## src/include/bus_core_defines.svh

```systemverilog
////////////////////////////////////////
// Bus widths, memory map and INPUTCTRL
// limits for the system-bus core.
// Include in every RTL file.
////////////////////////////////////////
`ifndef BUS_CORE_DEFINES_SVH
`define BUS_CORE_DEFINES_SVH

// Bus widths
`define BUS_DATA_W 8
`define BUS_ADDR_W 16
`define RAM_ADDR_W 11 // 2 KB per bank

////////////////////////////////////////
// Memory map
////////////////////////////////////////
`define TIA_BASE  16'h0000
`define TIA_LAST  16'h001F

`define RAM0_BASE 16'h1800
`define RAM0_LAST 16'h1FFF

`define RAM1_BASE 16'h2000
`define RAM1_LAST 16'h27FF

// INPUTCTRL writes before halt requests pass
`define CTRL_WRITE_LIMIT 2

`endif

```

## src/source/cpu_bus_if.sv

```systemverilog
////////////////////////////////////////
// Decoded CPU bus cycle. The decoder
// drives it and every bus target reads
// the same signals in the same cycle.
////////////////////////////////////////
`timescale 1ns/1ps
`include "bus_core_defines.svh"

interface cpu_bus_if;

	logic [`BUS_ADDR_W-1:0] addr;
	logic [`BUS_DATA_W-1:0] wdata;
	logic                   rd;        // High on read cycles
	logic                   wr_strobe; // Qualified write
	logic                   cs_ram0;
	logic                   cs_ram1;
	logic                   cs_tia;
	logic                   cs_cart;   // Anything unmapped

	modport decoder (
		output addr,
		output wdata,
		output rd,
		output wr_strobe,
		output cs_ram0,
		output cs_ram1,
		output cs_tia,
		output cs_cart
	);

	modport target (
		input addr,
		input wdata,
		input rd,
		input wr_strobe,
		input cs_ram0,
		input cs_ram1,
		input cs_tia,
		input cs_cart
	);

endinterface

```

## src/source/address_decode.sv

```systemverilog
////////////////////////////////////////
// CPU address decoder. Turns the raw
// address and strobes into one-hot chip
// selects and a qualified write strobe.
////////////////////////////////////////
`timescale 1ns/1ps
`include "bus_core_defines.svh"

module address_decode (
	input  logic                   clk_sys,
	input  logic [`BUS_ADDR_W-1:0] addr,
	input  logic [`BUS_DATA_W-1:0] wdata,
	input  logic                   rw_n,
	input  logic                   bus_phase,
	cpu_bus_if.decoder             bus
);

	logic hit_tia;
	logic hit_ram0;
	logic hit_ram1;

	function automatic logic in_window(
		input logic [`BUS_ADDR_W-1:0] a,
		input logic [`BUS_ADDR_W-1:0] base,
		input logic [`BUS_ADDR_W-1:0] last
	);
		return (a >= base) && (a <= last);
	endfunction

	////////////////////////////////////////
	// Window compare
	////////////////////////////////////////
	assign hit_tia  = in_window(addr, `TIA_BASE, `TIA_LAST);
	assign hit_ram0 = in_window(addr, `RAM0_BASE, `RAM0_LAST);
	assign hit_ram1 = in_window(addr, `RAM1_BASE, `RAM1_LAST);

	assign bus.cs_tia  = hit_tia;
	assign bus.cs_ram0 = hit_ram0;
	assign bus.cs_ram1 = hit_ram1;
	assign bus.cs_cart = ~|{hit_tia, hit_ram0, hit_ram1}; // Cart takes the rest

	// Bus cycle passthrough and write qualify
	assign bus.addr      = addr;
	assign bus.wdata     = wdata;
	assign bus.rd        = rw_n;
	assign bus.wr_strobe = ~rw_n & bus_phase; // Only in phase 0

	////////////////////////////////////////
	// Checks
	////////////////////////////////////////
	// Windows must never overlap and cart must fill every gap
	a_cs_onehot: assert property (
		@(posedge clk_sys) !$isunknown(addr) |->
			$onehot({bus.cs_tia, bus.cs_ram0, bus.cs_ram1, bus.cs_cart})
	) else $error("chip selects not one-hot at addr %h", addr);

endmodule

```

## src/flat_wrapper.sv

```systemverilog
// flat-port wrapper written by rule: the top's interface ports become plain ports
module address_decode_flat 
  (clk_sys, addr, wdata, rw_n, bus_phase, bus_addr, bus_wdata, bus_rd, bus_wr_strobe, bus_cs_ram0, bus_cs_ram1, bus_cs_tia, bus_cs_cart);
  cpu_bus_if bus_i ();
  input  logic clk_sys;
  input  logic [`BUS_ADDR_W-1:0] addr;
  input  logic [`BUS_DATA_W-1:0] wdata;
  input  logic rw_n;
  input  logic bus_phase;
  output wire logic [$bits(bus_i.addr)-1:0] bus_addr;
  output wire logic [$bits(bus_i.wdata)-1:0] bus_wdata;
  output wire logic [$bits(bus_i.rd)-1:0] bus_rd;
  output wire logic [$bits(bus_i.wr_strobe)-1:0] bus_wr_strobe;
  output wire logic [$bits(bus_i.cs_ram0)-1:0] bus_cs_ram0;
  output wire logic [$bits(bus_i.cs_ram1)-1:0] bus_cs_ram1;
  output wire logic [$bits(bus_i.cs_tia)-1:0] bus_cs_tia;
  output wire logic [$bits(bus_i.cs_cart)-1:0] bus_cs_cart;
  assign bus_addr = bus_i.addr;
  assign bus_wdata = bus_i.wdata;
  assign bus_rd = bus_i.rd;
  assign bus_wr_strobe = bus_i.wr_strobe;
  assign bus_cs_ram0 = bus_i.cs_ram0;
  assign bus_cs_ram1 = bus_i.cs_ram1;
  assign bus_cs_tia = bus_i.cs_tia;
  assign bus_cs_cart = bus_i.cs_cart;
  address_decode u_core (.clk_sys(clk_sys), .addr(addr), .wdata(wdata), .rw_n(rw_n), .bus_phase(bus_phase), .bus(bus_i));
endmodule
```

## config.mk

```make
export PLATFORM = sky130hd
export DESIGN_NAME = address_decode_flat
export DESIGN_NICKNAME = d
export VERILOG_FILES = /design/src/source/cpu_bus_if.sv /design/src/source/address_decode.sv /design/src/flat_wrapper.sv
export VERILOG_INCLUDE_DIRS = /design/src /design/src/include
export SDC_FILE = /design/constraint.sdc
export NUM_CORES = 1
export LEC_CHECK = 0
export ABC_CLOCK_PERIOD_IN_PS = 800
export BUFFER_PORTS_ARGS = -buffer_cell sky130_fd_sc_hd__buf_2
export CAP_MARGIN = 20
export CORE_AREA = 10 10 47 49
export DETAILED_ROUTE_END_ITERATION = 10
export DIE_AREA = 0 0 57 59
export GPL_TIMING_DRIVEN = 0
export PLACE_DENSITY = 0.79
export SLEW_MARGIN = 20
export SYNTH_ARGS = -nofsm -noshare
export SYNTH_HDL_FRONTEND = slang
export SYNTH_SLANG_ARGS = --single-unit
export TNS_END_PERCENT = 100
```

## constraint.sdc

```tcl
create_clock -name vclk -period 0.8
set_input_delay 0.08 -clock vclk [all_inputs]
set_output_delay 0.08 -clock vclk [all_outputs]
set_load 0.01 [all_outputs]
```

==> impl_summary.log <==
INFO  metric run_status = finished with violations
INFO  metric violations = setup timing
INFO  metric critical_path_required = 0.72 ns
INFO  metric syn-cell-area = 273 sq um
INFO  metric min_path_type = in -> out
INFO  metric n_clock_buffer = 0
INFO  metric met2_length = 486 microns
INFO  metric routedWlPerCell = 13.1 microns
INFO  metric grt_setup_unrepaired = true
INFO  metric highest_layer = met3
INFO  metric route.antenna.remaining_nets = 0
INFO  metric max_slew_margin = 84.9%
INFO  metric avgSynthCellArea = 7.58 sq um
INFO  metric timing_worst_setup_path_type = in -> out
INFO  metric totalWireLength = 1.25 mm
INFO  metric met1_wl = 510 microns
INFO  metric synthDominantAreaCellType = sky130_fd_sc_hd__buf_4
INFO  metric timing.critical_path.to_type = output port
INFO  metric postSynthNetCount = 63
INFO  metric dp_hpwl = 1.15 mm
INFO  metric drt_first_iter_violations = 3
INFO  metric top_level_ports = 57
INFO  metric globalRoute.totalOverflow = 0
INFO  metric timing_hold_violations_final = 0
INFO  metric cts.hold.buffers_added = 0
INFO  metric largest_cells_by_area_after_synthesis = sky130_fd_sc_hd__buf_4, sky130_fd_sc_hd__nor4_2, sky130_fd_sc_hd__and4b_1
INFO  metric n_fill_cell = 138
INFO  metric grt_antenna_before_repair = 0
INFO  metric worst-slew-pin-transition = 0.224 ns
INFO  metric worst_ir_drop_vdd = 0.179 mV
INFO  metric numSequentialCells = 0
INFO  metric antennaDiodeCount = 0
INFO  metric vias_in_the_first_global_route = 446
INFO  metric mostFrequentLayoutCell = sky130_fd_sc_hd__buf_2
INFO  metric setup_viol = 2
INFO  metric route.detailed.drc = 0
INFO  metric final.min_clock_period = 0.910 ns
INFO  metric vias = 381
INFO  metric grt_start_max_net_pins = 7
INFO  metric chipHeight = 59 microns
INFO  metric place_worst_setup_slack = -0.223 ns
INFO  metric port_buffers = 43
INFO  metric cp_max_fo = 2
INFO  metric layout.cells.most_common_list = sky130_fd_sc_hd__buf_2, sky130_fd_sc_hd__buf_4, sky130_fd_sc_hd__buf_6
INFO  metric final_max_slew_viol_count = 0
INFO  metric number_of_buffers_inserted_to_repair_setup_after_cts = 0
INFO  metric floorplan.die.width = 57 microns
INFO  metric post_synthesis_sequential_area_ratio = 0%
INFO  metric placed_cells_incl_taps = 95
INFO  metric drt_pass1_iterations = 2
INFO  metric grt_first_pass_wirelength = 1.95 mm
INFO  metric layout_worst_path_cycle_share = 114%
INFO  metric leakagePower = 0.338 nW
INFO  metric place_congestion = 0.703
INFO  metric core.rowCount = 14
INFO  metric fin_nets = 108
INFO  metric share_of_cells_above_drive_strength_1 = 89.9%
INFO  metric core_area = 1400 sq um
INFO  metric yosys.area.top_type_share = 68.8%
INFO  metric power-per-cell-area = 528 nW/um^2
INFO  metric setup_slack = -0.110 ns
INFO  metric layout-area-overhead-vs-synth = 106%
INFO  metric multi_input_comb_area = 110 sq um
INFO  metric fp.dieArea = 3360 sq um
INFO  metric global_route.usage.total = 6.46%
INFO  metric critPathArrivalTime = 0.83 ns
INFO  metric floorplan.initialDensity = 19.5%
INFO  metric final_cell_count_no_fill = 95
INFO  metric achievable-frequency = 1100 MHz
INFO  metric ff_latch_area = 0 sq um
INFO  metric post_synth_inst_count = 36
INFO  metric start_kind = input pin
INFO  metric yosys_warnings = 0
INFO  metric met3WireLength = 250 microns
INFO  metric detail_route.vias_per_cell = 4.01
INFO  metric synthDistinctLibCells = 9
INFO  metric maxCapViolCount = 0
## metrics by stage
step           hold WS, ns  setup TNS (ns)  power (mW)  util, %  area (sq um)
3_5_place_dp         0.350          -0.417       0.272     36.3           508
5_1_grt              0.353          -0.340       0.322     40.0           561
6_report             0.347          -0.207       0.296     40.0           561
2_1_floorplan        0.206               0       0.149        -           273
3_3_place_gp         0.349          -0.373       0.267     36.3           508
4_1_cts              0.349          -0.241       0.298     39.6           556
## synthesized netlist by cell type
| cell type | number |
|---|---|
| sky130_fd_sc_hd__buf_4 | 25 |
| sky130_fd_sc_hd__and4b_1 | 2 |
| sky130_fd_sc_hd__nor2_1 | 2 |
| sky130_fd_sc_hd__nor4_2 | 2 |
| sky130_fd_sc_hd__a221o_1 | 1 |
| sky130_fd_sc_hd__and3_1 | 1 |
| sky130_fd_sc_hd__nand3_1 | 1 |
| sky130_fd_sc_hd__nor2b_1 | 1 |
| sky130_fd_sc_hd__o21ai_0 | 1 |
## power breakdown
part / switching (mW) / internal [mW] / total, mW
sequential: 0 / 0 / 0
combinational: 0.122 / 0.173 / 0.296
clock: 0 / 0 / 0
total: 0.122 / 0.173 / 0.296
## worst max-delay path, cell delays in order
cell	delay [ns]
sky130_fd_sc_hd__buf_6	0.10
sky130_fd_sc_hd__nor4_4	0.28
sky130_fd_sc_hd__a221o_1	0.18
sky130_fd_sc_hd__nand3_1	0.05
sky130_fd_sc_hd__buf_2	0.14
## layout make-up
cell class         count  area share [%]
repair buffers        43            43.3
multi-input cells     11            19.6
well taps             16            3.57
plain buffers         25            33.5
## timing repair
item,CTS,global route
gates resized for setup,9,1
pin swaps,4,3
endpoints found under the setup margin,3,3
## path summary, 6_finish.rpt
check | to | slack, ns | depth (start not counted) | from
min | bus_wdata[4] | 0.35 | 2 | wdata[4]
max | bus_cs_cart | -0.11 | 5 | addr[10]
## per-layer routing
| layer | vias to the layer above | track usage, % |
|---|---|---|
| li1 | 186 | - |
| met2 | 43 | 9.61 |
| met4 | 0 | 0 |
| met5 | - | 0 |
| met1 | 152 | 7.42 |
| met3 | 0 | 5.36 |
## cells by family after synthesis
family | synth area share (%)
buf+inv | 68.8
compound gates | 5.50
simple gates | 25.7
(Power assumes the default switching activity.)
