<file path="config.mk">
export PLATFORM = sky130hd
export DESIGN_NAME = mode_control_flat
export DESIGN_NICKNAME = d
export VERILOG_FILES = /design/src/source/bus_core_pkg.sv /design/src/source/cpu_bus_if.sv /design/src/source/mode_control.sv /design/src/flat_wrapper.sv
export VERILOG_INCLUDE_DIRS = /design/src /design/src/include
export SDC_FILE = /design/constraint.sdc
export NUM_CORES = 1
export LEC_CHECK = 0
export BUFFER_PORTS_ARGS = -buffer_cell sky130_fd_sc_hd__buf_2
export CORE_AREA = 2 2 39 41
export DETAILED_ROUTE_END_ITERATION = 10
export DIE_AREA = 0 0 41 43
export GPL_TIMING_DRIVEN = 0
export PLACE_DENSITY = 0.65
export RECOVER_POWER = 100
export SLEW_MARGIN = 20
export SYNTH_ARGS = -nofsm -noshare
export SYNTH_HDL_FRONTEND = slang
export SYNTH_SLANG_ARGS = --single-unit
</file>
<file path="constraint.sdc">
create_clock -name clk_sys -period 2 [get_ports clk_sys]
set_clock_uncertainty 0.1 [all_clocks]
set_input_delay 0.4 -clock clk_sys [delete_from_list [all_inputs] [get_ports clk_sys]]
set_output_delay 0.4 -clock clk_sys [all_outputs]
set_load 0.1 [all_outputs]
</file>
<file path="src/include/bus_core_defines.svh">
////////////////////////////////////////
// Bus widths, memory map and INPUTCTRL
// limits for the system-bus core.
// Include in every RTL file.
////////////////////////////////////////
`ifndef BUS_CORE_DEFINES_SVH
`define BUS_CORE_DEFINES_SVH

// Bus widths
`define BUS_DATA_W 8
`define BUS_ADDR_W 16
`define RAM_ADDR_W 11 // 2 KB per bank

////////////////////////////////////////
// Memory map
////////////////////////////////////////
`define TIA_BASE  16'h0000
`define TIA_LAST  16'h001F

`define RAM0_BASE 16'h1800
`define RAM0_LAST 16'h1FFF

`define RAM1_BASE 16'h2000
`define RAM1_LAST 16'h27FF

// INPUTCTRL writes before halt requests pass
`define CTRL_WRITE_LIMIT 2

`endif

</file>
<file path="src/source/bus_core_pkg.sv">
////////////////////////////////////////
// Shared types of the system-bus core.
// Refer to them as bus_core_pkg::name.
////////////////////////////////////////
`include "bus_core_defines.svh"

package bus_core_pkg;

	// INPUTCTRL byte, seen as a raw bus byte or as mode fields
	typedef union packed {
		logic [`BUS_DATA_W-1:0] raw;
		struct packed {
			logic [3:0] reserved;
			logic       tia_en;   // Bit 3
			logic       bios_off; // Bit 2
			logic       maria_en; // Bit 1
			logic       lock;     // Bit 0
		} fields;
	} inputctrl_u;

endpackage

</file>
<file path="src/source/cpu_bus_if.sv">
////////////////////////////////////////
// Decoded CPU bus cycle. The decoder
// drives it and every bus target reads
// the same signals in the same cycle.
////////////////////////////////////////
`timescale 1ns/1ps
`include "bus_core_defines.svh"

interface cpu_bus_if;

	logic [`BUS_ADDR_W-1:0] addr;
	logic [`BUS_DATA_W-1:0] wdata;
	logic                   rd;        // High on read cycles
	logic                   wr_strobe; // Qualified write
	logic                   cs_ram0;
	logic                   cs_ram1;
	logic                   cs_tia;
	logic                   cs_cart;   // Anything unmapped

	modport decoder (
		output addr,
		output wdata,
		output rd,
		output wr_strobe,
		output cs_ram0,
		output cs_ram1,
		output cs_tia,
		output cs_cart
	);

	modport target (
		input addr,
		input wdata,
		input rd,
		input wr_strobe,
		input cs_ram0,
		input cs_ram1,
		input cs_tia,
		input cs_cart
	);

endinterface

</file>
<file path="src/source/mode_control.sv">
////////////////////////////////////////
// INPUTCTRL mode register. Written through
// the TIA window until it locks itself;
// the CPU halt request passes only after
// enough writes.
////////////////////////////////////////
`timescale 1ns/1ps
`include "bus_core_defines.svh"

module mode_control (
	input  logic      clk_sys,
	input  logic      reset,
	cpu_bus_if.target bus,
	input  logic      bypass_bios,
	input  logic      tia_mode,
	input  logic      maria_halt_n,
	output logic      maria_en,
	output logic      bios_off,
	output logic      tia_en,
	output logic      ctrl_lock,
	output logic      cpu_halt_n
);

	localparam int CNT_W = $clog2(`CTRL_WRITE_LIMIT + 1);
	localparam logic [CNT_W-1:0] WRITE_LIMIT = CNT_W'(`CTRL_WRITE_LIMIT);

	bus_core_pkg::inputctrl_u ctrl_byte;
	logic [CNT_W-1:0]         write_count;
	logic                     setup_done; // Bypass preset or a real write seen
	logic                     ctrl_write;

	assign ctrl_byte.raw = bus.wdata;
	assign ctrl_write    = bus.wr_strobe & bus.cs_tia & ~ctrl_lock;

	////////////////////////////////////////
	// Register
	////////////////////////////////////////
	always_ff @(posedge clk_sys) begin
		if (reset) begin
			ctrl_lock   <= 1'b0;
			maria_en    <= 1'b0;
			bios_off    <= 1'b0;
			tia_en      <= 1'b0;
			write_count <= '0;
			setup_done  <= 1'b0;
		end else if (bypass_bios && !setup_done) begin
			// Skip the BIOS, land directly in the chosen mode
			ctrl_lock   <= tia_mode;
			maria_en    <= ~tia_mode;
			tia_en      <= tia_mode;
			bios_off    <= 1'b1;
			write_count <= WRITE_LIMIT;
			setup_done  <= 1'b1;
		end else if (ctrl_write) begin
			ctrl_lock  <= ctrl_byte.fields.lock;
			maria_en   <= ctrl_byte.fields.maria_en;
			bios_off   <= ctrl_byte.fields.bios_off;
			tia_en     <= ctrl_byte.fields.tia_en;
			setup_done <= 1'b1;
			if (write_count < WRITE_LIMIT) begin
				write_count <= write_count + 1'b1; // Saturates
			end
		end
	end

	// Halt ignored until the BIOS has configured the console
	assign cpu_halt_n = (write_count == WRITE_LIMIT) ? maria_halt_n : 1'b1;

	////////////////////////////////////////
	// Checks
	////////////////////////////////////////
	a_count_limit: assert property (
		@(posedge clk_sys) disable iff (reset)
		write_count <= WRITE_LIMIT
	) else $error("INPUTCTRL write count %0d above limit", write_count);

endmodule

</file>
<file path="src/flat_wrapper.sv">
// flat-port wrapper written by rule: the top's interface ports become plain ports
module mode_control_flat 
  (clk_sys, reset, bypass_bios, tia_mode, maria_halt_n, maria_en, bios_off, tia_en, ctrl_lock, cpu_halt_n, bus_addr, bus_wdata, bus_rd, bus_wr_strobe, bus_cs_ram0, bus_cs_ram1, bus_cs_tia, bus_cs_cart);
  cpu_bus_if bus_i ();
  input  logic clk_sys;
  input  logic reset;
  input  logic bypass_bios;
  input  logic tia_mode;
  input  logic maria_halt_n;
  output logic maria_en;
  output logic bios_off;
  output logic tia_en;
  output logic ctrl_lock;
  output logic cpu_halt_n;
  input wire logic [$bits(bus_i.addr)-1:0] bus_addr;
  input wire logic [$bits(bus_i.wdata)-1:0] bus_wdata;
  input wire logic [$bits(bus_i.rd)-1:0] bus_rd;
  input wire logic [$bits(bus_i.wr_strobe)-1:0] bus_wr_strobe;
  input wire logic [$bits(bus_i.cs_ram0)-1:0] bus_cs_ram0;
  input wire logic [$bits(bus_i.cs_ram1)-1:0] bus_cs_ram1;
  input wire logic [$bits(bus_i.cs_tia)-1:0] bus_cs_tia;
  input wire logic [$bits(bus_i.cs_cart)-1:0] bus_cs_cart;
  assign bus_i.addr = bus_addr;
  assign bus_i.wdata = bus_wdata;
  assign bus_i.rd = bus_rd;
  assign bus_i.wr_strobe = bus_wr_strobe;
  assign bus_i.cs_ram0 = bus_cs_ram0;
  assign bus_i.cs_ram1 = bus_cs_ram1;
  assign bus_i.cs_tia = bus_cs_tia;
  assign bus_i.cs_cart = bus_cs_cart;
  mode_control u_core (.clk_sys(clk_sys), .reset(reset), .bus(bus_i), .bypass_bios(bypass_bios), .tia_mode(tia_mode), .maria_halt_n(maria_halt_n), .maria_en(maria_en), .bios_off(bios_off), .tia_en(tia_en), .ctrl_lock(ctrl_lock), .cpu_halt_n(cpu_halt_n));
endmodule
</file>
==> summary.txt <==
Outcome
  • Status: complete, no violations

Yosys
  • Ys Warns: 0
  • Largest cells by area after synthesis: dfxtp_1 (47%), a21oi_1 (10%), nand3b_4 (6.7%)
  • Post-synth EDFFs: 0
  • Area share of and/or/nand/nor cells after synthesis: 23.8%
  • Avg Synthesized Cell Area: 9.06 sq um
  • Most used DFF post-synth: dfxtp_1
  • Cell count after synthesis: 33
  • Async SR Flop Fraction: 0%
  • Yosys top cell by area: dfxtp_1
  • Largest family of logic cells by synthesized area: compound AO/OA/AOI/OAI gates
  • Cell Area, Synth: 299 sq um
  • Adder-cell area share of the yosys netlist: 0%
  • Seq/Total Area, Yosys: 46.9%
  • Post-synthesis compound-gate area fraction: 26.4%
  • XOR/XNOR Fraction of Synth Area: 0%
  • Register bit count reported by yosys: 7
  • Yosys top cell area share: 46.9%
  • Number of distinct library cells after synthesis: 15
  • Mux cell area share after synthesis: 0%
  • Most common cell in the synthesized netlist: dfxtp_1
  • Syn_nets: 68
  • Synth top cells by count: dfxtp_1 (7), a21oi_1 (6), nand2_1 (4), nor2_1 (4), a211oi_1 (2)

Routing
  • Via count: 296
  • WL final: 688 microns
  • Vias/cell: 4.35
  • 1st-iter DRT viols: 4
  • Antenna-violating nets left: 0
  • DRT Pass-1 Iters: 3
  • Drt drc: 0
  • Avg WL per Cell: 10.1 microns

Clocking
  • Clock Latency Late Sink: 0.25 ns
  • Cts bufs inserted: 3
  • Clock slew at reported path FFs: 0.06 ns
  • Cts repair resizes: 0
  • Max clock buf depth: 2
  • Postcts setup bufs: 0
  • H-tree Lvls: 1
  • Sink Count: 7
  • Hold buffer count at cts: 0
  • Root buffer cell: clkbuf_4
  • CTS tree: built

Setup path
  • Crit start category: flip-flop
  • Worst path cell trace: nor2_1 > nand2_1 > clkbuf_2
  • R2R depth: 3
  • CP max stage delay: 0.44 ns
  • Critical Path End Type: output pin
  • Required @ worst endpoint: 1.50 ns
  • WP data arrival: 1.19 ns
  • Critical path class: flip-flop to output pin
  • Crit-path max FO: 4
  • Slowest stage cell, crit path: clkbuf_2

GRT
  • Vias in the first global route: 253
  • Maximum number of pins on one net before global-route repair: 9
  • First-pass GRT wire length: 1070 microns
  • Global-route total usage across every layer: 9.57%
  • Antenna violations before repair: 0
  • Grt ovf: 0

STA
  • Final worst-path cycle share: 84.5%
  • Unrepaired setup endpoints after global routing: false
  • Rel. slew slack: 64.1%
  • Final Hold Fails: 0
  • Worst slew pin tran: 0.541 ns
  • Worst Slack Setup Final: 0.311 ns
  • Fin. max-slew vios: 0
  • Setup_tns: 0 ns
  • Tmin final: 1.69 ns
  • Final setup fails: 0
  • Achievable Freq: 592 MHz

Final layout
  • Fillers: 164
  • FF+latch area: 140 sq um
  • Final net count: 88
  • Multi-input logic area: 133 sq um
  • Final non-filler cell total: 68
  • # diodes: 0
  • Fraction of layout cells with a size suffix above 1: 34.6%
  • Synth-to-Final Area Change: 34.3%

Die
  • CORE AREA: 1380 sq um
  • Rows: 14
  • Initial core utilization: 21.6%
  • Die area: 1760 sq um
  • Die Ht: 43 microns
  • Top Ports: 40
  • Die extent in x: 41 microns

Power
  • VDD IR max: 0.357 mV
  • Pwr dens: 998 nW/um^2
  • Leak: 0.187 nW

Flow run
  • Max-cap violations: 0

Placement
  • Port buffer count: 15
  • Post-detail-place hpwl: 483 microns
  • Dpl ws: 0.525 ns
  • Post-Place Cells: 64
  • Placer Congestion: 0.638

Min path
  • Hold path depth: 2
  • Worst hold path class: input port to flip-flop
worst max-delay path: cells and delay by family, from the launching register on:
| kind | cells | cell delay, ns |
|---|---|---|
| simple gates | 2 | 0.12 |
| buf+inv | 1 | 0.44 |
| flops | 1 | 0.37 |
cells in the final DEF, fill, tap and decap left out:
cell type,instances
a211oi_1,3
a21o_1,1
a21oi_1,6
a221oi_1,1
and3b_1,1
buf_2,10
clkbuf_1,2
clkbuf_2,5
clkbuf_4,3
dfxtp_1,7
inv_1,1
nand2_1,4
nand3b_1,1
nor2_1,4
nor2b_1,1
o21ai_1,1
or3_1,1
path summary, 6_finish.rpt:
| kind | slack [ns] | startpoint | endpoint |
|---|---|---|---|
| worst min register to register | 0.35 | u_core.tia_en | u_core.tia_en |
| worst max-delay path | 0.31 | u_core.write_count[0] | cpu_halt_n |
| worst max register to register | 0.63 | u_core.ctrl_lock | u_core.write_count[0] |
| worst min-delay path | 0.26 | tia_mode | u_core.maria_en |
stage by stage:
stage | area (sq um) | hold WS [ns] | power [mW] | utilization [%]
2_1_floorplan | 299 | 0.369 | 0.251 | -
3_3_place_gp | 394 | 0.336 | 0.276 | 28.5
3_5_place_dp | 394 | 0.337 | 0.277 | 28.5
4_1_cts | 420 | 0.250 | 0.411 | 30.4
5_1_grt | 402 | 0.272 | 0.424 | 29.0
6_report | 402 | 0.257 | 0.401 | 29.0
final cells by class:
class	instances	share of cell area [%]
well taps	16	4.98
repair buffers	15	18.7
clock buffers	4	6.54
flip-flops and latches	7	34.9
multi-input cells	24	33.0
plain buffers	1	0.935
inverters	1	0.935
state kept, by name, indices dropped and copies added, names as in the netlist:
register	cells
u_core.write_count	2
u_core.bios_off	1
u_core.ctrl_lock	1
u_core.maria_en	1
u_core.setup_done	1
u_core.tia_en	1
layer usage:
metal | vias to the layer above | GRT usage (%) | part of all wire (%)
li1 | 155 | - | -
met1 | 129 | 13.0 | 51
met2 | 10 | 10.6 | 41
met3 | 2 | 4.71 | 6.3
met4 | 0 | 8.00 | 0.87
met5 | - | 0 | 0
cell families (layout without fill, tap and decap cells):
logic type	count (synthesis)	after routing
flops	7	7
buf+inv	2	21
simple gates	12	12
compound gates	12	12
power by group:
part	switching (mW)	internal, mW	total (mW)
registers	0.00746	0.151	0.159
clock network	0.0553	0.0763	0.132
logic	0.0849	0.0253	0.110
total	0.148	0.253	0.401
Note: power is estimated with default switching activity, not from simulation.
