<file path="src/include/bus_core_defines.svh">
////////////////////////////////////////
// Bus widths, memory map and INPUTCTRL
// limits for the system-bus core.
// Include in every RTL file.
////////////////////////////////////////
`ifndef BUS_CORE_DEFINES_SVH
`define BUS_CORE_DEFINES_SVH

// Bus widths
`define BUS_DATA_W 8
`define BUS_ADDR_W 16
`define RAM_ADDR_W 11 // 2 KB per bank

////////////////////////////////////////
// Memory map
////////////////////////////////////////
`define TIA_BASE  16'h0000
`define TIA_LAST  16'h001F

`define RAM0_BASE 16'h1800
`define RAM0_LAST 16'h1FFF

`define RAM1_BASE 16'h2000
`define RAM1_LAST 16'h27FF

// INPUTCTRL writes before halt requests pass
`define CTRL_WRITE_LIMIT 2

`endif

</file>
<file path="src/source/cpu_bus_if.sv">
////////////////////////////////////////
// Decoded CPU bus cycle. The decoder
// drives it and every bus target reads
// the same signals in the same cycle.
////////////////////////////////////////
`timescale 1ns/1ps
`include "bus_core_defines.svh"

interface cpu_bus_if;

	logic [`BUS_ADDR_W-1:0] addr;
	logic [`BUS_DATA_W-1:0] wdata;
	logic                   rd;        // High on read cycles
	logic                   wr_strobe; // Qualified write
	logic                   cs_ram0;
	logic                   cs_ram1;
	logic                   cs_tia;
	logic                   cs_cart;   // Anything unmapped

	modport decoder (
		output addr,
		output wdata,
		output rd,
		output wr_strobe,
		output cs_ram0,
		output cs_ram1,
		output cs_tia,
		output cs_cart
	);

	modport target (
		input addr,
		input wdata,
		input rd,
		input wr_strobe,
		input cs_ram0,
		input cs_ram1,
		input cs_tia,
		input cs_cart
	);

endinterface

</file>
<file path="src/source/read_data_mux.sv">
////////////////////////////////////////
// Read data selection and open-bus
// tracking. Unmapped bits of a read
// return the last value on the bus.
////////////////////////////////////////
`timescale 1ns/1ps
`include "bus_core_defines.svh"

module read_data_mux (
	input  logic                   clk_sys,
	input  logic                   reset,
	cpu_bus_if.target              bus,
	input  logic [`BUS_DATA_W-1:0] ram0_q,
	input  logic [`BUS_DATA_W-1:0] ram1_q,
	input  logic                   bios_off,
	input  logic [`BUS_DATA_W-1:0] tia_data,
	input  logic [`BUS_DATA_W-1:0] bios_data,
	input  logic [`BUS_DATA_W-1:0] cart_data,
	output logic [`BUS_DATA_W-1:0] rdata
);

	localparam int TIA_IN_W = 2; // Input bits driven by the TIA

	logic [`BUS_DATA_W-1:0] open_bus;
	logic                   bios_hit;

	// BIOS shadows the top half of cart space until switched off
	assign bios_hit = ~bios_off & bus.addr[`BUS_ADDR_W-1];

	////////////////////////////////////////
	// Open bus
	////////////////////////////////////////
	always_ff @(posedge clk_sys) begin
		if (reset) begin
			open_bus <= '0;
		end else begin
			open_bus <= bus.rd ? rdata : bus.wdata;
		end
	end

	////////////////////////////////////////
	// Select
	////////////////////////////////////////
	always_comb begin
		rdata = open_bus;
		if (bus.cs_ram0) begin
			rdata = ram0_q;
		end else if (bus.cs_ram1) begin
			rdata = ram1_q;
		end else if (bus.cs_tia) begin
			rdata = {tia_data[`BUS_DATA_W-1 -: TIA_IN_W],
				open_bus[`BUS_DATA_W-TIA_IN_W-1:0]};
		end else if (bus.cs_cart) begin
			rdata = bios_hit ? bios_data : cart_data;
		end
	end

endmodule

</file>
<file path="src/flat_wrapper.sv">
// flat-port wrapper written by rule: the top's interface ports become plain ports
module read_data_mux_flat 
  (clk_sys, reset, ram0_q, ram1_q, bios_off, tia_data, bios_data, cart_data, rdata, bus_addr, bus_wdata, bus_rd, bus_wr_strobe, bus_cs_ram0, bus_cs_ram1, bus_cs_tia, bus_cs_cart);
  cpu_bus_if bus_i ();
  input  logic clk_sys;
  input  logic reset;
  input  logic [`BUS_DATA_W-1:0] ram0_q;
  input  logic [`BUS_DATA_W-1:0] ram1_q;
  input  logic bios_off;
  input  logic [`BUS_DATA_W-1:0] tia_data;
  input  logic [`BUS_DATA_W-1:0] bios_data;
  input  logic [`BUS_DATA_W-1:0] cart_data;
  output logic [`BUS_DATA_W-1:0] rdata;
  input wire logic [$bits(bus_i.addr)-1:0] bus_addr;
  input wire logic [$bits(bus_i.wdata)-1:0] bus_wdata;
  input wire logic [$bits(bus_i.rd)-1:0] bus_rd;
  input wire logic [$bits(bus_i.wr_strobe)-1:0] bus_wr_strobe;
  input wire logic [$bits(bus_i.cs_ram0)-1:0] bus_cs_ram0;
  input wire logic [$bits(bus_i.cs_ram1)-1:0] bus_cs_ram1;
  input wire logic [$bits(bus_i.cs_tia)-1:0] bus_cs_tia;
  input wire logic [$bits(bus_i.cs_cart)-1:0] bus_cs_cart;
  assign bus_i.addr = bus_addr;
  assign bus_i.wdata = bus_wdata;
  assign bus_i.rd = bus_rd;
  assign bus_i.wr_strobe = bus_wr_strobe;
  assign bus_i.cs_ram0 = bus_cs_ram0;
  assign bus_i.cs_ram1 = bus_cs_ram1;
  assign bus_i.cs_tia = bus_cs_tia;
  assign bus_i.cs_cart = bus_cs_cart;
  read_data_mux u_core (.clk_sys(clk_sys), .reset(reset), .bus(bus_i), .ram0_q(ram0_q), .ram1_q(ram1_q), .bios_off(bios_off), .tia_data(tia_data), .bios_data(bios_data), .cart_data(cart_data), .rdata(rdata));
endmodule
</file>
<file path="config.mk">
export PLATFORM = sky130hd
export DESIGN_NAME = read_data_mux_flat
export DESIGN_NICKNAME = d
export VERILOG_FILES = /design/src/source/cpu_bus_if.sv /design/src/source/read_data_mux.sv /design/src/flat_wrapper.sv
export VERILOG_INCLUDE_DIRS = /design/src /design/src/include
export SDC_FILE = /design/constraint.sdc
export NUM_CORES = 1
export LEC_CHECK = 0
export BUFFER_PORTS_ARGS = -buffer_cell sky130_fd_sc_hd__buf_2
export CORE_MARGIN = 3
export CORE_UTILIZATION = 32
export DETAILED_ROUTE_END_ITERATION = 8
export PLACE_DENSITY = 0.81
export SETUP_SLACK_MARGIN = 0.4
export SLEW_MARGIN = 20
export SYNTH_ARGS = -nofsm -noshare
export SYNTH_HDL_FRONTEND = slang
export SYNTH_SLANG_ARGS = --single-unit
</file>
<file path="constraint.sdc">
create_clock -name clk_sys -period 1.2 [get_ports clk_sys]
set_input_delay 0.18 -clock clk_sys [delete_from_list [all_inputs] [get_ports clk_sys]]
set_output_delay 0.18 -clock clk_sys [all_outputs]
set_load 0.1 [all_outputs]
</file>
==> impl_metrics.py, run 1 <==
metrics = {
    "sta": {
        "worst_pin_slew_ps": 529.1,
        "final.setup.worst_slack_ps": -262.3,
        "grt_setup_unrepaired": "yes",
        "min_period_ps": 1462,
        "whs_ps": 121.5,
        "clock.fmax_ghz": 0.6839,
        "fin_skew_ps": 0,
        "hold_violations": 0,
        "min_period_over_period_pct": 121.9,
        "drv_slew": 0,
        "finalSetupViolations": 9,
        "setup_tns_ps": -1840,
        "slew_headroom_pct": 64.72,
    },
    "setup_path": {
        "setup.worst_path.class": "input pin to output pin",
        "worst_ep_arrival_time_ps": 1280,
        "cp-end-kind": "output pin",
        "slowest_stage": "a31o_1",
        "worstPathRequired_ps": 1020,
        "start_kind": "input pin",
        "crit_top_cell": "buf_4",
        "worstPathMaxFanout": 6,
        "cpPeakStageDelay_ps": 220,
        "crit_chain": "buf_6, nor2b_4, buf_4, buf_4, nand2_1, a31o_1, nand2_4, buf_12",
    },
    "layout": {
        "mostFrequentLayoutCells": "44 x buf_2, 28 x buf_4, 17 x nand2_1",
        "final_common_cell": "buf_2",
        "largest_reg_flops": 8,
        "largest_registers": "u_core.open_bus x8",
        "regMostFlops": "u_core.open_bus",
        "nets": 261,
        "syn_to_final_growth_pct": 162.9,
        "drive_gt1_share_pct": 79.03,
        "antenna_cells": 0,
        "fin_area_sq_um": 1763,
    },
    "global_route": {
        "grtUsageTotal_pct": 30.10,
        "grt_start_max_net_pins": 9,
        "busiest_layer": "met2",
        "grt_pass1_vias": 1241,
        "gr-total-overflow": 0,
        "met1_usage_pct": 33.74,
        "grt_util_met3_pct": 3.438,
        "grt_pass1_wl_microns": 5754,
        "gr-usage-met2_pct": 53.60,
        "grt_antenna_before_repair": 0,
    },
    "detailed_routing": {
        "drc": 0,
        "ant_nets": 0,
        "drtIter0Drc": 96,
        "wl_per_cell_microns": 25.24,
        "routed_wl_microns": 5325,
        "vias_per_cell": 6.758,
        "firstDrtPassIters": 7,
        "vias": 1426,
    },
    "power": {
        "powerDensity_nw_per_um2": 835.9,
        "leakagePower_nw": 0.8285,
        "irDropWorstVdd_v": 0.0009880,
    },
    "synth": {
        "synth-seq-cells": 8,
        "syn_nets": 165,
        "syn-cell-area_sq_um": 670.6,
        "ys_warn_count": 0,
        "synth_top_area_cell": "dfxtp_1",
        "syn_avg_cell_area_sq_um": 7.290,
        "netlist_instances": 92,
        "netlist_top_cells_area": "dfxtp_1 24%, nand2_1 12%, a22oi_2 7.5%, and3_1 5.6%, nor2_1 5.6%",
        "yosysTopAreaCellShare_pct": 23.88,
        "yosysUniqueCellTypes": 24,
        "yosysSeqAreaShare_pct": 23.88,
    },
    "place": {
        "dp_hpwl_microns": 2583,
        "place.gp.congestion": 0.8071,
        "placed_area_sq_um": 1458,
        "port_buffers": 58,
        "post-place-ws_ps": -284.5,
    },
    "min_path": {
        "hp-class": "input pin to flop",
    },
    "clocking": {
        "htree_levels": 1,
        "clk_latency_ps": 280,
        "clockBufferDepth": 2,
        "cts.clk_slew.worst_paths_ps": 60,
        "cts_buffers": 3,
        "ctsHoldBuffers": 0,
        "clock-sinks": 8,
        "cts_tree": "built",
        "root_buffer": "clkbuf_4",
    },
    "die": {
        "io_pins": 81,
        "start_util_pct": 36.09,
        "coreArea_sq_um": 1858,
        "die_h_microns": 51.78,
        "dieArea_sq_um": 2681,
        "die_w_microns": 51.78,
        "rows": 15,
    },
    "run": {
        "cap_viol_max_count": 0,
    },
    "outcome": {
        "violations": "negative setup slack",
        "outcome": "complete, but fails checks",
    },
}
-- cell type report --
type	count	area (sq um)
timing repair buffer	94	764.5
multi-input combinational	78	763.2
sequential	8	162.7
fill	48	95.09
tap	25	31.28
clock buffer	3	22.52
inverter	3	18.77
-- power by group --
group          switching, mW  total [mW]  internal, mW
clock                  0.140       0.256         0.117
sequential            0.0150       0.304         0.289
combinational          0.522       0.913         0.391
total                  0.677        1.47         0.797
-- worst max-delay path, delay by kind of cell --
family,cells,cell delay (ps)
simple gates,3,340
compound gates,1,220
buf+inv,4,540
-- synth_stat cells --
| cell type | n |
|---|---|
| nand2b_1 | 2 |
| a22oi_1 | 2 |
| buf_6 | 1 |
| a31o_1 | 2 |
| a311oi_1 | 2 |
| o221ai_1 | 2 |
| o41ai_2 | 2 |
| nor2b_2 | 1 |
| o211ai_2 | 1 |
| o41ai_1 | 4 |
| nand2_1 | 21 |
| nor3_1 | 7 |
| a21oi_1 | 2 |
| dfxtp_1 | 8 |
| inv_2 | 2 |
| a22oi_2 | 4 |
| o21ai_1 | 3 |
| nor2_1 | 10 |
| and3_1 | 6 |
| buf_4 | 1 |
| buf_2 | 1 |
| o21ai_0 | 1 |
| o22ai_1 | 6 |
| inv_1 | 1 |
-- per-layer routing --
layer,routed length [microns],vias up
li1,-,545
met1,1745,661
met2,2515,166
met3,605,54
met4,459,0
met5,0,-
-- stage by stage --
step,utilization (%),total power [mW],instances
finish,94.88,1.474,211
global route,94.88,1.502,211
CTS,88.96,1.349,204
detailed placement,78.45,1.056,196
global placement,78.45,1.033,196
floorplan,-,0.7228,92
-- cells by family (layout without fill, tap and decap cells) --
kind of cell | Yosys count | in the layout | share of synthesized area (%)
AO/OA/AOI/OAI | 31 | 31 | 39.55
AND/OR/NAND/NOR | 47 | 47 | 31.34
flip-flops | 8 | 8 | 23.88
buffers and inverters | 6 | 100 | 5.223
-- worst paths after layout --
kind                                                     from                            end  slack, ps  cells after the start
worst max register to register  u_core.open_bus[7]$_SDFF_PP0_  u_core.open_bus[7]$_SDFF_PP0_        -60                      5
worst max-delay path                                 bios_off                       rdata[6]       -260                      8
worst min register to register  u_core.open_bus[2]$_SDFF_PP0_  u_core.open_bus[2]$_SDFF_PP0_        680                      3
worst min-delay path                             bus_wdata[5]  u_core.open_bus[5]$_SDFF_PP0_        120                      3
-- timing repair --
item                       CTS  global route
setup endpoints to repair   16            16
hold endpoints to repair     0             0
pin swaps                   12             5
resized for setup           32            16
setup buffers                5             7
(Power assumes the default switching activity.)
==> inputs of run 2 (changes only) <==
--- a/config.mk
+++ b/config.mk
@@ -8,9 +8,10 @@
 export LEC_CHECK = 0
 export BUFFER_PORTS_ARGS = -buffer_cell sky130_fd_sc_hd__buf_2
 export CORE_MARGIN = 3
-export CORE_UTILIZATION = 32
+export CORE_UTILIZATION = 30
+export CTS_BUF_LIST = sky130_fd_sc_hd__clkbuf_8
 export DETAILED_ROUTE_END_ITERATION = 8
-export PLACE_DENSITY = 0.81
+export PLACE_DENSITY = 0.8
 export SETUP_SLACK_MARGIN = 0.4
 export SLEW_MARGIN = 20
 export SYNTH_ARGS = -nofsm -noshare
==> constraint.sdc (replaced) <==
create_clock -name clk_sys -period 1.3 [get_ports clk_sys]
set_input_delay 0.195 -clock clk_sys [delete_from_list [all_inputs] [get_ports clk_sys]]
set_output_delay 0.195 -clock clk_sys [all_outputs]
set_load 0.1 [all_outputs]
==> run 2 against run 1 <==
  * The run still ends with negative setup slack left
  * Sequential cell count is the same
  * Critical path depth shrank 1
  * Clock power grew 24%
  * Critical endpoint is now rdata[4]
  * Largest cell class is now multi-input combinational cells
==> impl_metrics.py, run 2 (synthesis gave the netlist of run 1 again) <==
metrics = {
    "outcome": {
        "outcome": "complete, but fails checks",
        "violations": "negative setup slack",
    },
    "layout": {
        "nets": 257,
        "fillers": 85,
        "finish.utilization_pct": 89.28,
        "syn_to_final_growth_pct": 171.8,
        "largest_registers": "u_core.open_bus x8",
        "final_common_cell": "buf_2",
        "drive_gt1_share_pct": 82.42,
        "antenna_cells": 0,
        "regMostFlops": "u_core.open_bus",
        "largest_reg_flops": 8,
        "mostFrequentLayoutCells": "44 x buf_2, 24 x buf_4, 15 x nand2_1",
    },
    "die": {
        "die_h_microns": 53.28,
        "start_util_pct": 32.84,
        "dieArea_sq_um": 2839,
        "rows": 16,
        "io_pins": 81,
        "die_w_microns": 53.28,
        "coreArea_sq_um": 2042,
    },
    "clocking": {
        "htree_levels": 1,
        "clock-sinks": 8,
        "clockBufferDepth": 2,
        "cts.clk_slew.worst_paths_ps": 50,
        "root_buffer": "clkbuf_8",
        "clk_latency_ps": 230,
        "cts_buffers": 3,
        "ctsHoldBuffers": 0,
        "cts_tree": "built",
    },
    "setup_path": {
        "crit_end": "rdata[4]",
        "cp-end-kind": "output pin",
        "r2r_end": "u_core.open_bus[3]$_SDFF_PP0_",
        "setup.worst_path.class": "input pin to output pin",
        "timing.rr.start": "u_core.open_bus[3]$_SDFF_PP0_",
        "crit_start": "bus_addr[15]",
        "ff2ff_path_depth": 3,
        "worstPathRequired_ps": 1110,
        "worst_ep_arrival_time_ps": 1190,
        "start_kind": "input pin",
        "rrSetupSlack_ps": 320,
        "worstPathMaxFanout": 8,
    },
    "sta": {
        "slew_headroom_pct": 66.40,
        "drv_slew": 0,
        "min_period_ps": 1386,
        "clock.fmax_ghz": 0.7217,
        "final.setup.worst_slack_ps": -85.64,
        "grt_setup_unrepaired": "yes",
        "worst_pin_slew_ps": 502.1,
        "min_period_over_period_pct": 106.6,
        "setup_tns_ps": -417.6,
        "finalSetupViolations": 9,
        "hold_violations": 0,
        "fin_skew_ps": 0,
    },
    "global_route": {
        "grt_start_max_net_pins": 9,
        "grt_antenna_before_repair": 0,
        "grt_pass1_wl_microns": 6216,
        "gr-total-overflow": 0,
        "grtUsageTotal_pct": 31.61,
        "grt_pass1_vias": 1294,
    },
    "detailed_routing": {
        "vias_per_cell": 5.866,
        "routed_wl_microns": 4126,
        "ant_nets": 0,
        "wl_per_cell_microns": 19.74,
        "vias": 1226,
        "firstDrtPassIters": 4,
        "drtIter0Drc": 34,
        "drc": 0,
    },
    "min_path": {
        "hp-class": "input pin to flop",
    },
    "place": {
        "dp_hpwl_microns": 2579,
        "place.gp.congestion": 0.8461,
        "port_buffers": 58,
    },
    "power": {
        "irDropWorstVdd_v": 0.0006307,
        "powerDensity_nw_per_um2": 786.5,
        "leakagePower_nw": 0.8403,
    },
    "run": {
        "cap_viol_max_count": 0,
    },
}
-- run 2: critical path, cell delays in order --
cell and delay (ps):
buf_6 70, nor2b_4 150, buf_12 140, a22oi_2 60, and3_4 180, nor3_4 190, buf_12 200
-- run 2: metrics by stage --
stage	total power [mW]	setup WS, ps	hold WS, ps	area (sq um)	instances
6_report	1.434	-85.64	171.8	1823	209
5_1_grt	1.490	-148.2	172.8	1823	209
4_1_cts	1.376	-73.10	154.5	1730	207
3_5_place_dp	0.9838	-288.5	402.4	1488	200
3_3_place_gp	0.9637	-191.5	396.3	1488	200
2_1_floorplan	0.6672	-345.0	267.1	853.3	92
-- run 2: power by group --
| group | total [mW] | internal, mW | switching [mW] |
|---|---|---|---|
| clock | 0.317 | 0.202 | 0.115 |
| sequential | 0.285 | 0.268 | 0.0165 |
| combinational | 0.832 | 0.369 | 0.462 |
| total | 1.43 | 0.840 | 0.594 |
-- run 2: worst min-delay path by stage --
stage,from,end,slack [ps],cells past startpoint
3_5_place_dp,reset,u_core.open_bus[6]$_SDFF_PP0_,400,2
5_1_grt,bus_wdata[5],u_core.open_bus[5]$_SDFF_PP0_,170,3
6_report,bus_wdata[5],u_core.open_bus[5]$_SDFF_PP0_,170,3
4_1_cts,reset,u_core.open_bus[6]$_SDFF_PP0_,150,2
2_1_floorplan,reset,u_core.open_bus[6]$_SDFF_PP0_,270,1
3_3_place_gp,bus_wdata[4],u_core.open_bus[4]$_SDFF_PP0_,400,3
-- run 2: layer usage --
layer / global-route usage, % / share of wire, % / vias up
met5: 0 / 0 / -
met4: 25.96 / 7.0 / 0
met1: 31.54 / 35 / 568
met3: 8.169 / 8.5 / 32
met2: 54.08 / 50 / 89
li1: - / - / 537
-- run 2: cell type report --
cell class / instances / area, sq um / area share (%)
clock buffer: 3 / 41.29 / 2.265
tap: 27 / 33.78 / 1.853
multi-input combinational: 78 / 809.5 / 44.41
timing repair buffer: 90 / 757.0 / 41.52
sequential: 8 / 162.7 / 8.922
inverter: 3 / 18.77 / 1.030
-- run 2: repair_timing --
item,CTS,global route
buffers inserted,4,2
gates resized for setup,39,17
pin swaps,12,7
endpoints found under the setup margin,16,16
